**src/line_code_pkg.sv**
```systemverilog
package line_code_pkg;

	// Plain character before encoding
	typedef logic [7:0] byte_t;

	typedef logic [9:0] symbol_t; // abcdei in [9:4], fghj in [3:0]

	typedef logic [31:0] crc_t; // Ethernet CRC-32

	// Framer states
	typedef enum logic [2:0] {
		IDLE, // Waiting for the first comma
		PREAMBLE, // Counting commas
		PAYLOAD, // Forwarding user characters
		CRC_TAIL, // Four CRC bytes
		CLOSE // Closing K28.5
	} frame_state_t;

	// 9-bit input character
	typedef struct packed {
		logic is_k; // Control character flag
		byte_t value; // HGF EDCBA
	} char_t;

	// Strobed stream from framer to encoder
	typedef struct packed {
		logic valid; // Character present this cycle
		logic start; // First comma of a frame
		char_t ch;
	} code_t;

	localparam byte_t K28_1 = 8'h3C; // Comma
	localparam byte_t K28_5 = 8'hBC; // Closing character
	localparam byte_t K23_7 = 8'hF7; // End of payload

	// Low five bits common to all K28.y
	localparam logic [4:0] K28_X = 5'd28;

endpackage

```
**src/crc32_accum.sv**
```systemverilog
`timescale 1ns/1ns

module crc32_accum (
	input logic clk,
	input logic reset,
	input logic crc_clear, // Frame start
	input logic crc_update, // Payload data byte present
	input line_code_pkg::byte_t data,
	output line_code_pkg::crc_t crc_value
);
	localparam line_code_pkg::crc_t CRC_POLY = 32'hEDB8_8320; // Reflected 0x04C11DB7
	localparam line_code_pkg::crc_t CRC_INIT = 32'hFFFF_FFFF;

	line_code_pkg::crc_t crc_reg;

	// One byte, LSB first
	function automatic line_code_pkg::crc_t fold_byte(input line_code_pkg::crc_t crc,
			input line_code_pkg::byte_t b);
		line_code_pkg::crc_t c;
		c = crc;
		for (int i = 0; i < 8; i++) begin
			if (c[0] ^ b[i]) begin
				c = (c >> 1) ^ CRC_POLY; // Feedback tap
			end else begin
				c = c >> 1;
			end
		end
		return c;
	endfunction

	always_ff @(posedge clk) begin
		if (reset || crc_clear) begin
			crc_reg <= CRC_INIT; // Preset to all ones
		end else if (crc_update) begin
			crc_reg <= fold_byte(crc_reg, data);
		end
	end

	assign crc_value = ~crc_reg; // Final complement
endmodule

```
**src/frame_ctrl.sv**
```systemverilog
`timescale 1ns/1ns

module frame_ctrl #(
	parameter int PREAMBLE_LEN = 4
) (
	input logic clk,
	input logic reset,
	input logic pushin,
	input logic startin,
	input line_code_pkg::char_t datain,
	input line_code_pkg::crc_t crc_value, // Already complemented
	output logic crc_clear,
	output logic crc_update,
	output line_code_pkg::byte_t crc_byte,
	output line_code_pkg::code_t char_stream
);
	localparam int CNT_W = $clog2(PREAMBLE_LEN + 1);

	line_code_pkg::frame_state_t state;
	logic [CNT_W-1:0] comma_cnt; // Commas seen so far
	logic [1:0] crc_idx; // Tail byte, LSB first
	logic is_comma;
	logic is_end;

	assign is_comma = datain.is_k && (datain.value == line_code_pkg::K28_1);
	assign is_end = datain.is_k && (datain.value == line_code_pkg::K23_7);

	// First comma with startin opens a frame
	assign crc_clear = pushin && startin && is_comma && (state == line_code_pkg::IDLE);
	// Control characters stay out of the CRC
	assign crc_update = pushin && !datain.is_k && (state == line_code_pkg::PAYLOAD);
	assign crc_byte = datain.value;

	always_ff @(posedge clk) begin
		if (reset) begin
			state <= line_code_pkg::IDLE;
			comma_cnt <= '0;
			crc_idx <= '0;
			char_stream.valid <= 1'b0;
			char_stream.start <= 1'b0;
		end else begin
			char_stream.valid <= 1'b0; // Strobes by default
			char_stream.start <= 1'b0;
			case (state)
				line_code_pkg::IDLE: begin
					if (crc_clear) begin
						char_stream.valid <= 1'b1;
						char_stream.start <= 1'b1; // Marks first comma
						char_stream.ch <= datain;
						comma_cnt <= CNT_W'(1);
						state <= line_code_pkg::PREAMBLE;
					end
				end
				line_code_pkg::PREAMBLE: begin
					if (pushin) begin
						if (is_comma) begin
							char_stream.valid <= 1'b1;
							char_stream.ch <= datain;
							if (comma_cnt == CNT_W'(PREAMBLE_LEN - 1)) begin
								state <= line_code_pkg::PAYLOAD; // Last comma
							end else begin
								comma_cnt <= comma_cnt + 1'b1;
							end
						end else begin
							state <= line_code_pkg::IDLE; // Broken preamble, char dropped
						end
					end
				end
				line_code_pkg::PAYLOAD: begin
					if (pushin) begin
						char_stream.valid <= 1'b1;
						char_stream.ch <= datain;
						if (is_end) begin
							state <= line_code_pkg::CRC_TAIL; // K23.7 itself is forwarded
						end
					end
				end
				line_code_pkg::CRC_TAIL: begin
					char_stream.valid <= 1'b1;
					char_stream.ch.is_k <= 1'b0; // Sent as data characters
					char_stream.ch.value <= crc_value[{crc_idx, 3'b000} +: 8];
					crc_idx <= crc_idx + 1'b1; // Wraps back to 0 after byte 3
					if (crc_idx == 2'd3) begin
						state <= line_code_pkg::CLOSE;
					end
				end
				line_code_pkg::CLOSE: begin
					char_stream.valid <= 1'b1;
					char_stream.ch.is_k <= 1'b1;
					char_stream.ch.value <= line_code_pkg::K28_5;
					state <= line_code_pkg::IDLE;
				end
				default: begin
					state <= line_code_pkg::IDLE;
				end
			endcase
		end
	end
endmodule

```
**src/sub_block_6b.sv**
```systemverilog
`timescale 1ns/1ns

module sub_block_6b (
	input logic [4:0] value, // EDCBA
	input logic is_k,
	input logic rd_pos, // Running disparity before this block
	output logic [5:0] code6, // abcdei
	output logic flip6 // Code is unbalanced
);
	logic [5:0] neg_code; // RD- form
	logic is_k28;
	logic balanced;

	assign is_k28 = is_k && (value == line_code_pkg::K28_X);

	always_comb begin
		if (is_k28) begin
			neg_code = 6'b001111; // Only K28 has its own 6b code
		end else begin
			case (value)
				5'd0: neg_code = 6'b100111;
				5'd1: neg_code = 6'b011101;
				5'd2: neg_code = 6'b101101;
				5'd3: neg_code = 6'b110001;
				5'd4: neg_code = 6'b110101;
				5'd5: neg_code = 6'b101001;
				5'd6: neg_code = 6'b011001;
				5'd7: neg_code = 6'b111000; // Balanced but still alternates
				5'd8: neg_code = 6'b111001;
				5'd9: neg_code = 6'b100101;
				5'd10: neg_code = 6'b010101;
				5'd11: neg_code = 6'b110100;
				5'd12: neg_code = 6'b001101;
				5'd13: neg_code = 6'b101100;
				5'd14: neg_code = 6'b011100;
				5'd15: neg_code = 6'b010111;
				5'd16: neg_code = 6'b011011;
				5'd17: neg_code = 6'b100011;
				5'd18: neg_code = 6'b010011;
				5'd19: neg_code = 6'b110010;
				5'd20: neg_code = 6'b001011;
				5'd21: neg_code = 6'b101010;
				5'd22: neg_code = 6'b011010;
				5'd23: neg_code = 6'b111010; // Also K23
				5'd24: neg_code = 6'b110011;
				5'd25: neg_code = 6'b100110;
				5'd26: neg_code = 6'b010110;
				5'd27: neg_code = 6'b110110; // Also K27
				5'd28: neg_code = 6'b001110;
				5'd29: neg_code = 6'b101110; // Also K29
				5'd30: neg_code = 6'b011110; // Also K30
				default: neg_code = 6'b101011; // D.31
			endcase
		end
	end

	// Three ones means neutral
	assign balanced = ($countones(neg_code) == 3);
	assign flip6 = !balanced;

	// D.07 swaps even though neutral
	always_comb begin
		if (rd_pos && (!balanced || ((value == 5'd7) && !is_k))) begin
			code6 = ~neg_code;
		end else begin
			code6 = neg_code;
		end
	end
endmodule

```
**src/encoder_8b10b.sv**
```systemverilog
`timescale 1ns/1ns

module encoder_8b10b (
	input logic clk,
	input logic reset,
	input line_code_pkg::code_t char_stream,
	output logic pushout,
	output logic startout, // With first comma only
	output line_code_pkg::symbol_t dataout
);
	logic rd_pos; // Running disparity, 0 is RD-
	logic [4:0] x_val; // EDCBA
	logic [2:0] y_val; // HGF
	logic [5:0] code6;
	logic flip6;
	logic rd_mid; // Disparity between sub-blocks
	logic is_k28;
	logic use_a7;
	logic [3:0] base4; // RD- form
	logic [3:0] alt4; // RD+ form
	logic [3:0] code4;
	logic flip4;

	assign x_val = char_stream.ch.value[4:0];
	assign y_val = char_stream.ch.value[7:5];

	sub_block_6b u_sub_6b (
		.value(x_val),
		.is_k(char_stream.ch.is_k),
		.rd_pos(rd_pos),
		.code6(code6),
		.flip6(flip6)
	);

	assign rd_mid = rd_pos ^ flip6;
	assign is_k28 = char_stream.ch.is_k && (x_val == line_code_pkg::K28_X);

	// A7 avoids a run of five equal bits across the sub-block edge
	assign use_a7 = (y_val == 3'd7) && (char_stream.ch.is_k
		|| (!rd_mid && ((x_val == 5'd17) || (x_val == 5'd18) || (x_val == 5'd20)))
		|| (rd_mid && ((x_val == 5'd11) || (x_val == 5'd13) || (x_val == 5'd14))));

	always_comb begin
		case (y_val)
			3'd0: base4 = 4'b1011;
			3'd1: base4 = 4'b1001;
			3'd2: base4 = 4'b0101;
			3'd3: base4 = 4'b1100; // Neutral but alternates
			3'd4: base4 = 4'b1101;
			3'd5: base4 = 4'b1010;
			3'd6: base4 = 4'b0110;
			default: base4 = use_a7 ? 4'b0111 : 4'b1110; // A7 or P7
		endcase
	end

	assign flip4 = ($countones(base4) != 2);
	assign alt4 = (flip4 || (y_val == 3'd3)) ? ~base4 : base4;

	// K28 after RD+ is the exact complement of its RD- symbol
	always_comb begin
		if (rd_mid) begin
			code4 = alt4;
		end else if (is_k28) begin
			code4 = ~alt4;
		end else begin
			code4 = base4;
		end
	end

	always_ff @(posedge clk) begin
		if (reset) begin
			pushout <= 1'b0;
			startout <= 1'b0;
			rd_pos <= 1'b0; // Start at RD-
		end else begin
			pushout <= char_stream.valid;
			startout <= char_stream.valid && char_stream.start;
			if (char_stream.valid) begin
				rd_pos <= rd_mid ^ flip4; // Holds in gaps
			end
		end
	end

	always_ff @(posedge clk) begin
		if (char_stream.valid) begin
			dataout <= {code6, code4};
		end
	end
endmodule

```
**src/framed_encoder.sv**
```systemverilog
`timescale 1ns/1ns

module framed_encoder #(
	parameter int PREAMBLE_LEN = 4 // Commas per frame, two or more
) (
	input logic clk,
	input logic reset,
	input logic pushin,
	input logic startin,
	input line_code_pkg::char_t datain,
	output logic pushout,
	output logic startout,
	output line_code_pkg::symbol_t dataout
);
	line_code_pkg::code_t char_stream; // Framer to encoder
	line_code_pkg::crc_t crc_value;
	line_code_pkg::byte_t crc_byte;
	logic crc_clear;
	logic crc_update;

	frame_ctrl #(
		.PREAMBLE_LEN(PREAMBLE_LEN)
	) u_frame_ctrl (
		.clk(clk),
		.reset(reset),
		.pushin(pushin),
		.startin(startin),
		.datain(datain),
		.crc_value(crc_value),
		.crc_clear(crc_clear),
		.crc_update(crc_update),
		.crc_byte(crc_byte),
		.char_stream(char_stream)
	);

	crc32_accum u_crc32_accum (
		.clk(clk),
		.reset(reset),
		.crc_clear(crc_clear),
		.crc_update(crc_update),
		.data(crc_byte),
		.crc_value(crc_value)
	);

	encoder_8b10b u_encoder (
		.clk(clk),
		.reset(reset),
		.char_stream(char_stream),
		.pushout(pushout),
		.startout(startout),
		.dataout(dataout)
	);
endmodule

```
**config.mk**
```make
export PLATFORM = sky130hd
export DESIGN_NAME = framed_encoder
export DESIGN_NICKNAME = d
export VERILOG_FILES = /design/src/line_code_pkg.sv /design/src/crc32_accum.sv /design/src/frame_ctrl.sv /design/src/sub_block_6b.sv /design/src/encoder_8b10b.sv /design/src/framed_encoder.sv
export SDC_FILE = /design/constraint.sdc
export NUM_CORES = 1
export LEC_CHECK = 0
export BUFFER_PORTS_ARGS = -buffer_cell sky130_fd_sc_hd__buf_2
export CORE_ASPECT_RATIO = 0.8
export CORE_MARGIN = 8
export CORE_UTILIZATION = 62
export CTS_CLUSTER_DIAMETER = 150
export CTS_CLUSTER_SIZE = 16
export DETAILED_ROUTE_END_ITERATION = 16
export GPL_TIMING_DRIVEN = 1
export PLACE_DENSITY = 0.93
export SYNTH_ARGS = -nofsm -noshare
export SYNTH_HDL_FRONTEND = slang
export SYNTH_SLANG_ARGS = --single-unit
export TNS_END_PERCENT = 100
```
**constraint.sdc**
```tcl
create_clock -name clk -period 6.9 [get_ports clk]
set_clock_uncertainty 0.15 [all_clocks]
set_input_delay 1.035 -clock clk [delete_from_list [all_inputs] [get_ports clk]]
set_output_delay 1.035 -clock clk [all_outputs]
set_load 0.03 [all_outputs]
```
==> summary.txt <==
Job
  • Max-cap violation count: 0

Drt
  • Via count: 3531
  • Routed len/inst: 17.2 um
  • DR vias/cell: 6.19
  • Detailed router's first-iteration violation count: 402
  • WL final: 9830 um
  • Remaining antenna violation count: 0
  • TritonRoute pass-1 iters: 5
  • DR DRC count: 0

Worst setup path
  • Worst-path maximum fanout: 7
  • Startpoint Class: flop
  • Critical path arrival: 6080 ps
  • Worst path slowest cell: nor4_1
  • Crit path kind: flop to flop
  • Most used cell, CP: fa_1
  • Crit path cell chain: nand2b_1 -> nor4_1 -> nor2_1 -> fa_1 -> fa_1 -> inv_1 -> ha_1 -> inv_1 -> fa_1 -> nand3b_1 -> xnor2_1 -> or3_1 -> a21oi_1 -> o31a_1 -> a31o_1 -> ha_1 -> xor2_1 -> a21oi_1 -> xnor2_1 -> nand2_1 -> xor2_1 -> nor2_1
  • Req. time, crit path: 6990 ps
  • Setup crit end kind: flop
  • Max incr delay on CP: 600 ps

Clock tree
  • Root Buffer: clkbuf_8
  • Clk slew on worst S/H paths: 80 ps
  • Postcts setup bufs: 0
  • CTS buffer count: 9
  • Clk_lat worst skew: 360 ps
  • Clk sink count: 70
  • Hold-fix buffers at CTS: 0
  • # H-tree levels: 3
  • TritonCTS clock tree: built
  • Post_cts resized: 0
  • Max Root-Sink Buffers: 2

Synthesis
  • FFs w/ async S/R, synth: 0%
  • Synthesized flop and latch total: 70
  • Yosys warning total: 0
  • Syn_area_per_cell: 9.61 um2
  • Synth unique cells: 63
  • Synth Instances: 469
  • Synthesized net count: 503
  • Seq/Total Area, Yosys: 35.3%
  • EDFF count, synth: 19
  • Mapped Area: 4510 um2
  • Main flop type after synthesis: dfxtp_1

Layout
  • Post-route cell area: 4830 um2
  • Commonest non-fill, non-tap cell in the layout: xnor2_1
  • Area grow syn2layout: 7.19%
  • Max FFs per register: 32
  • Filler instances: 479
  • Ant diodes: 0
  • Core Util, Final: 69.4%
  • Final nets: 512
  • Layout Cells excl Fill: 570
  • Layout cells sized above 1: 11.8%
  • Most frequent cells in the layout: xnor2_1 (52), dfxtp_1 (51), nand2_1 (45)

STA
  • Crit path time final: 5990 ps
  • Fmax achieved: 167 MHz
  • Setup TNS: 0 ps
  • Final Hold Viols: 0
  • RSZ-0062 raised after global routing: false
  • Rel. slew slack: 17.3%
  • Tightest Pin Transition: 1240 ps
  • Final setup vio count: 0
  • Fin. max-slew vios: 0
  • Crit share post-route: 86.7%

Pwr
  • PwrDens: 188 nW/um2
  • Static leakage: 1.95 nW
  • Peak VDD IR: 0.000136 V
  • Switching portion of total power: 28.2%
  • Internal: 0.651 mW
  • Final Power: 0.907 mW
  • Clk pwr share: 37.2%
  • Comb power frac: 15.6%
  • Flop pwr share: 47.2%
  • Sw power: 0.256 mW

Die
  • Ports: 25
  • Chip width: 111 um
  • Core Region: 6960 um2
  • DIE HEIGHT: 92.3 um
  • Die ar.: 10300 um2
  • Rows: 27
  • Initial core utilization: 64.8%

Place
  • Number of buffers inserted by port buffering: 24
  • DP Area: 4630 um2
  • GPL Wtd Cong: 0.901
  • Placed cells: 554
  • DPL Wire Length: 6990 um

Worst hold path
  • HP Class: flop to flop

Global route
  • Gr usage total: 18.9%
  • Vias in the first global route: 3313
  • Remaining global-route overflow: 0
  • Antenna violations before repair: 0
  • Largest net degree at the start of global routing: 63
  • First-pass GRT wire length: 16100 um

Run status
  • Status: complete, no violations
## power groups by stage
stage / Clock, mW / Sequential [mW] / Combinational (mW)
finish: 0.338 / 0.428 / 0.141
global route: 0.357 / 0.429 / 0.151
CTS: 0.340 / 0.428 / 0.138
detailed placement: 0 / 0.438 / 0.136
global placement: 0 / 0.438 / 0.131
floorplan: 0 / 0.437 / 0.105
## cell usage after synthesis (3+ instances only)
cell | instances | area, um2
a21oi_1 | 14 | 70.1
ha_1 | 18 | 225
o21ai_0 | 5 | 25.0
a22oi_1 | 5 | 37.5
o21ai_1 | 7 | 35.0
mux2i_1 | 16 | 160
nand3_1 | 4 | 20.0
and2_1 | 6 | 37.5
inv_1 | 15 | 56.3
mux4_2 | 5 | 113
nor2b_1 | 7 | 43.8
nand2_1 | 45 | 169
fa_1 | 3 | 60.1
dfxtp_1 | 51 | 1020
xnor2_1 | 52 | 455
buf_2 | 3 | 15.0
a221oi_1 | 4 | 35.0
xor2_1 | 33 | 289
nor2_1 | 27 | 101
o211ai_1 | 30 | 225
clkbuf_1 | 22 | 82.6
nor3_1 | 7 | 35.0
nand2b_1 | 9 | 56.3
or2_2 | 3 | 18.8
o21bai_1 | 3 | 22.5
nor4_1 | 3 | 18.8
or4bb_1 | 4 | 45.0
edfxtp_1 | 19 | 571
## path summary, 6_finish.rpt
kind | slack [ps] | from | cells past startpoint | end
max reg2reg | 910 | u_frame_ctrl.char_stream[1]$_DFFE_PP_ | 22 | u_encoder.rd_pos$_SDFFE_PP0P_
max | 910 | u_frame_ctrl.char_stream[1]$_DFFE_PP_ | 22 | u_encoder.rd_pos$_SDFFE_PP0P_
min reg2reg | 280 | u_frame_ctrl.char_stream[9]$_SDFF_PP0_ | 1 | u_encoder.startout$_SDFF_PP0_
min | 280 | u_frame_ctrl.char_stream[9]$_SDFF_PP0_ | 1 | u_encoder.startout$_SDFF_PP0_
## area by class of cell
type | instances | area, um2 | share of cell area [%]
Multi-Input combinational cell | 358 | 2760 | 57.1
Sequential cell | 70 | 1590 | 32.9
Clock buffer | 10 | 128 | 2.64
Timing Repair Buffer | 24 | 120 | 2.49
Tap cell | 87 | 109 | 2.25
Clock inverter | 6 | 70.1 | 1.45
Inverter | 15 | 56.3 | 1.17
## metal layers
| metal | up-vias | part of all wire (%) | GRT usage, % |
|---|---|---|---|
| met1 | 1650 | 45 | 24.6 |
| met4 | 0 | 1.9 | 6.53 |
| met3 | 22 | 8.6 | 4.95 |
| met5 | - | 0 | 0 |
| li1 | 1681 | - | - |
| met2 | 178 | 45 | 29.6 |
## metrics by stage
stage / hold WS (ps) / setup WS [ps]
2_1_floorplan: 256 / 1460
4_1_cts: 291 / 915
5_1_grt: 310 / 440
3_5_place_dp: 271 / 955
3_3_place_gp: 260 / 1190
6_report: 284 / 915
## kinds of logic (layout without fill, tap and decap cells)
kind of cell	after synthesis	count (layout)	synth area share [%]
and+or+nand+nor	132	132	15.5
AOI/OAI and AO/OA	94	94	15.2
xor gates and xnor gates	87	87	17.2
DFF	70	70	35.3
buffers and inverters	41	55	3.58
muxes	24	24	6.80
adders and majority gates	21	21	6.33
## critical path, delay by kind of cell, from the launching register on
family | cells | cell delay, ps
buf+inv | 2 | 110
fa+ha+maj | 5 | 1990
simple gates | 7 | 1520
flops | 1 | 440
xor+xnor | 4 | 870
compound gates | 4 | 790
(Power assumes the default switching activity.)
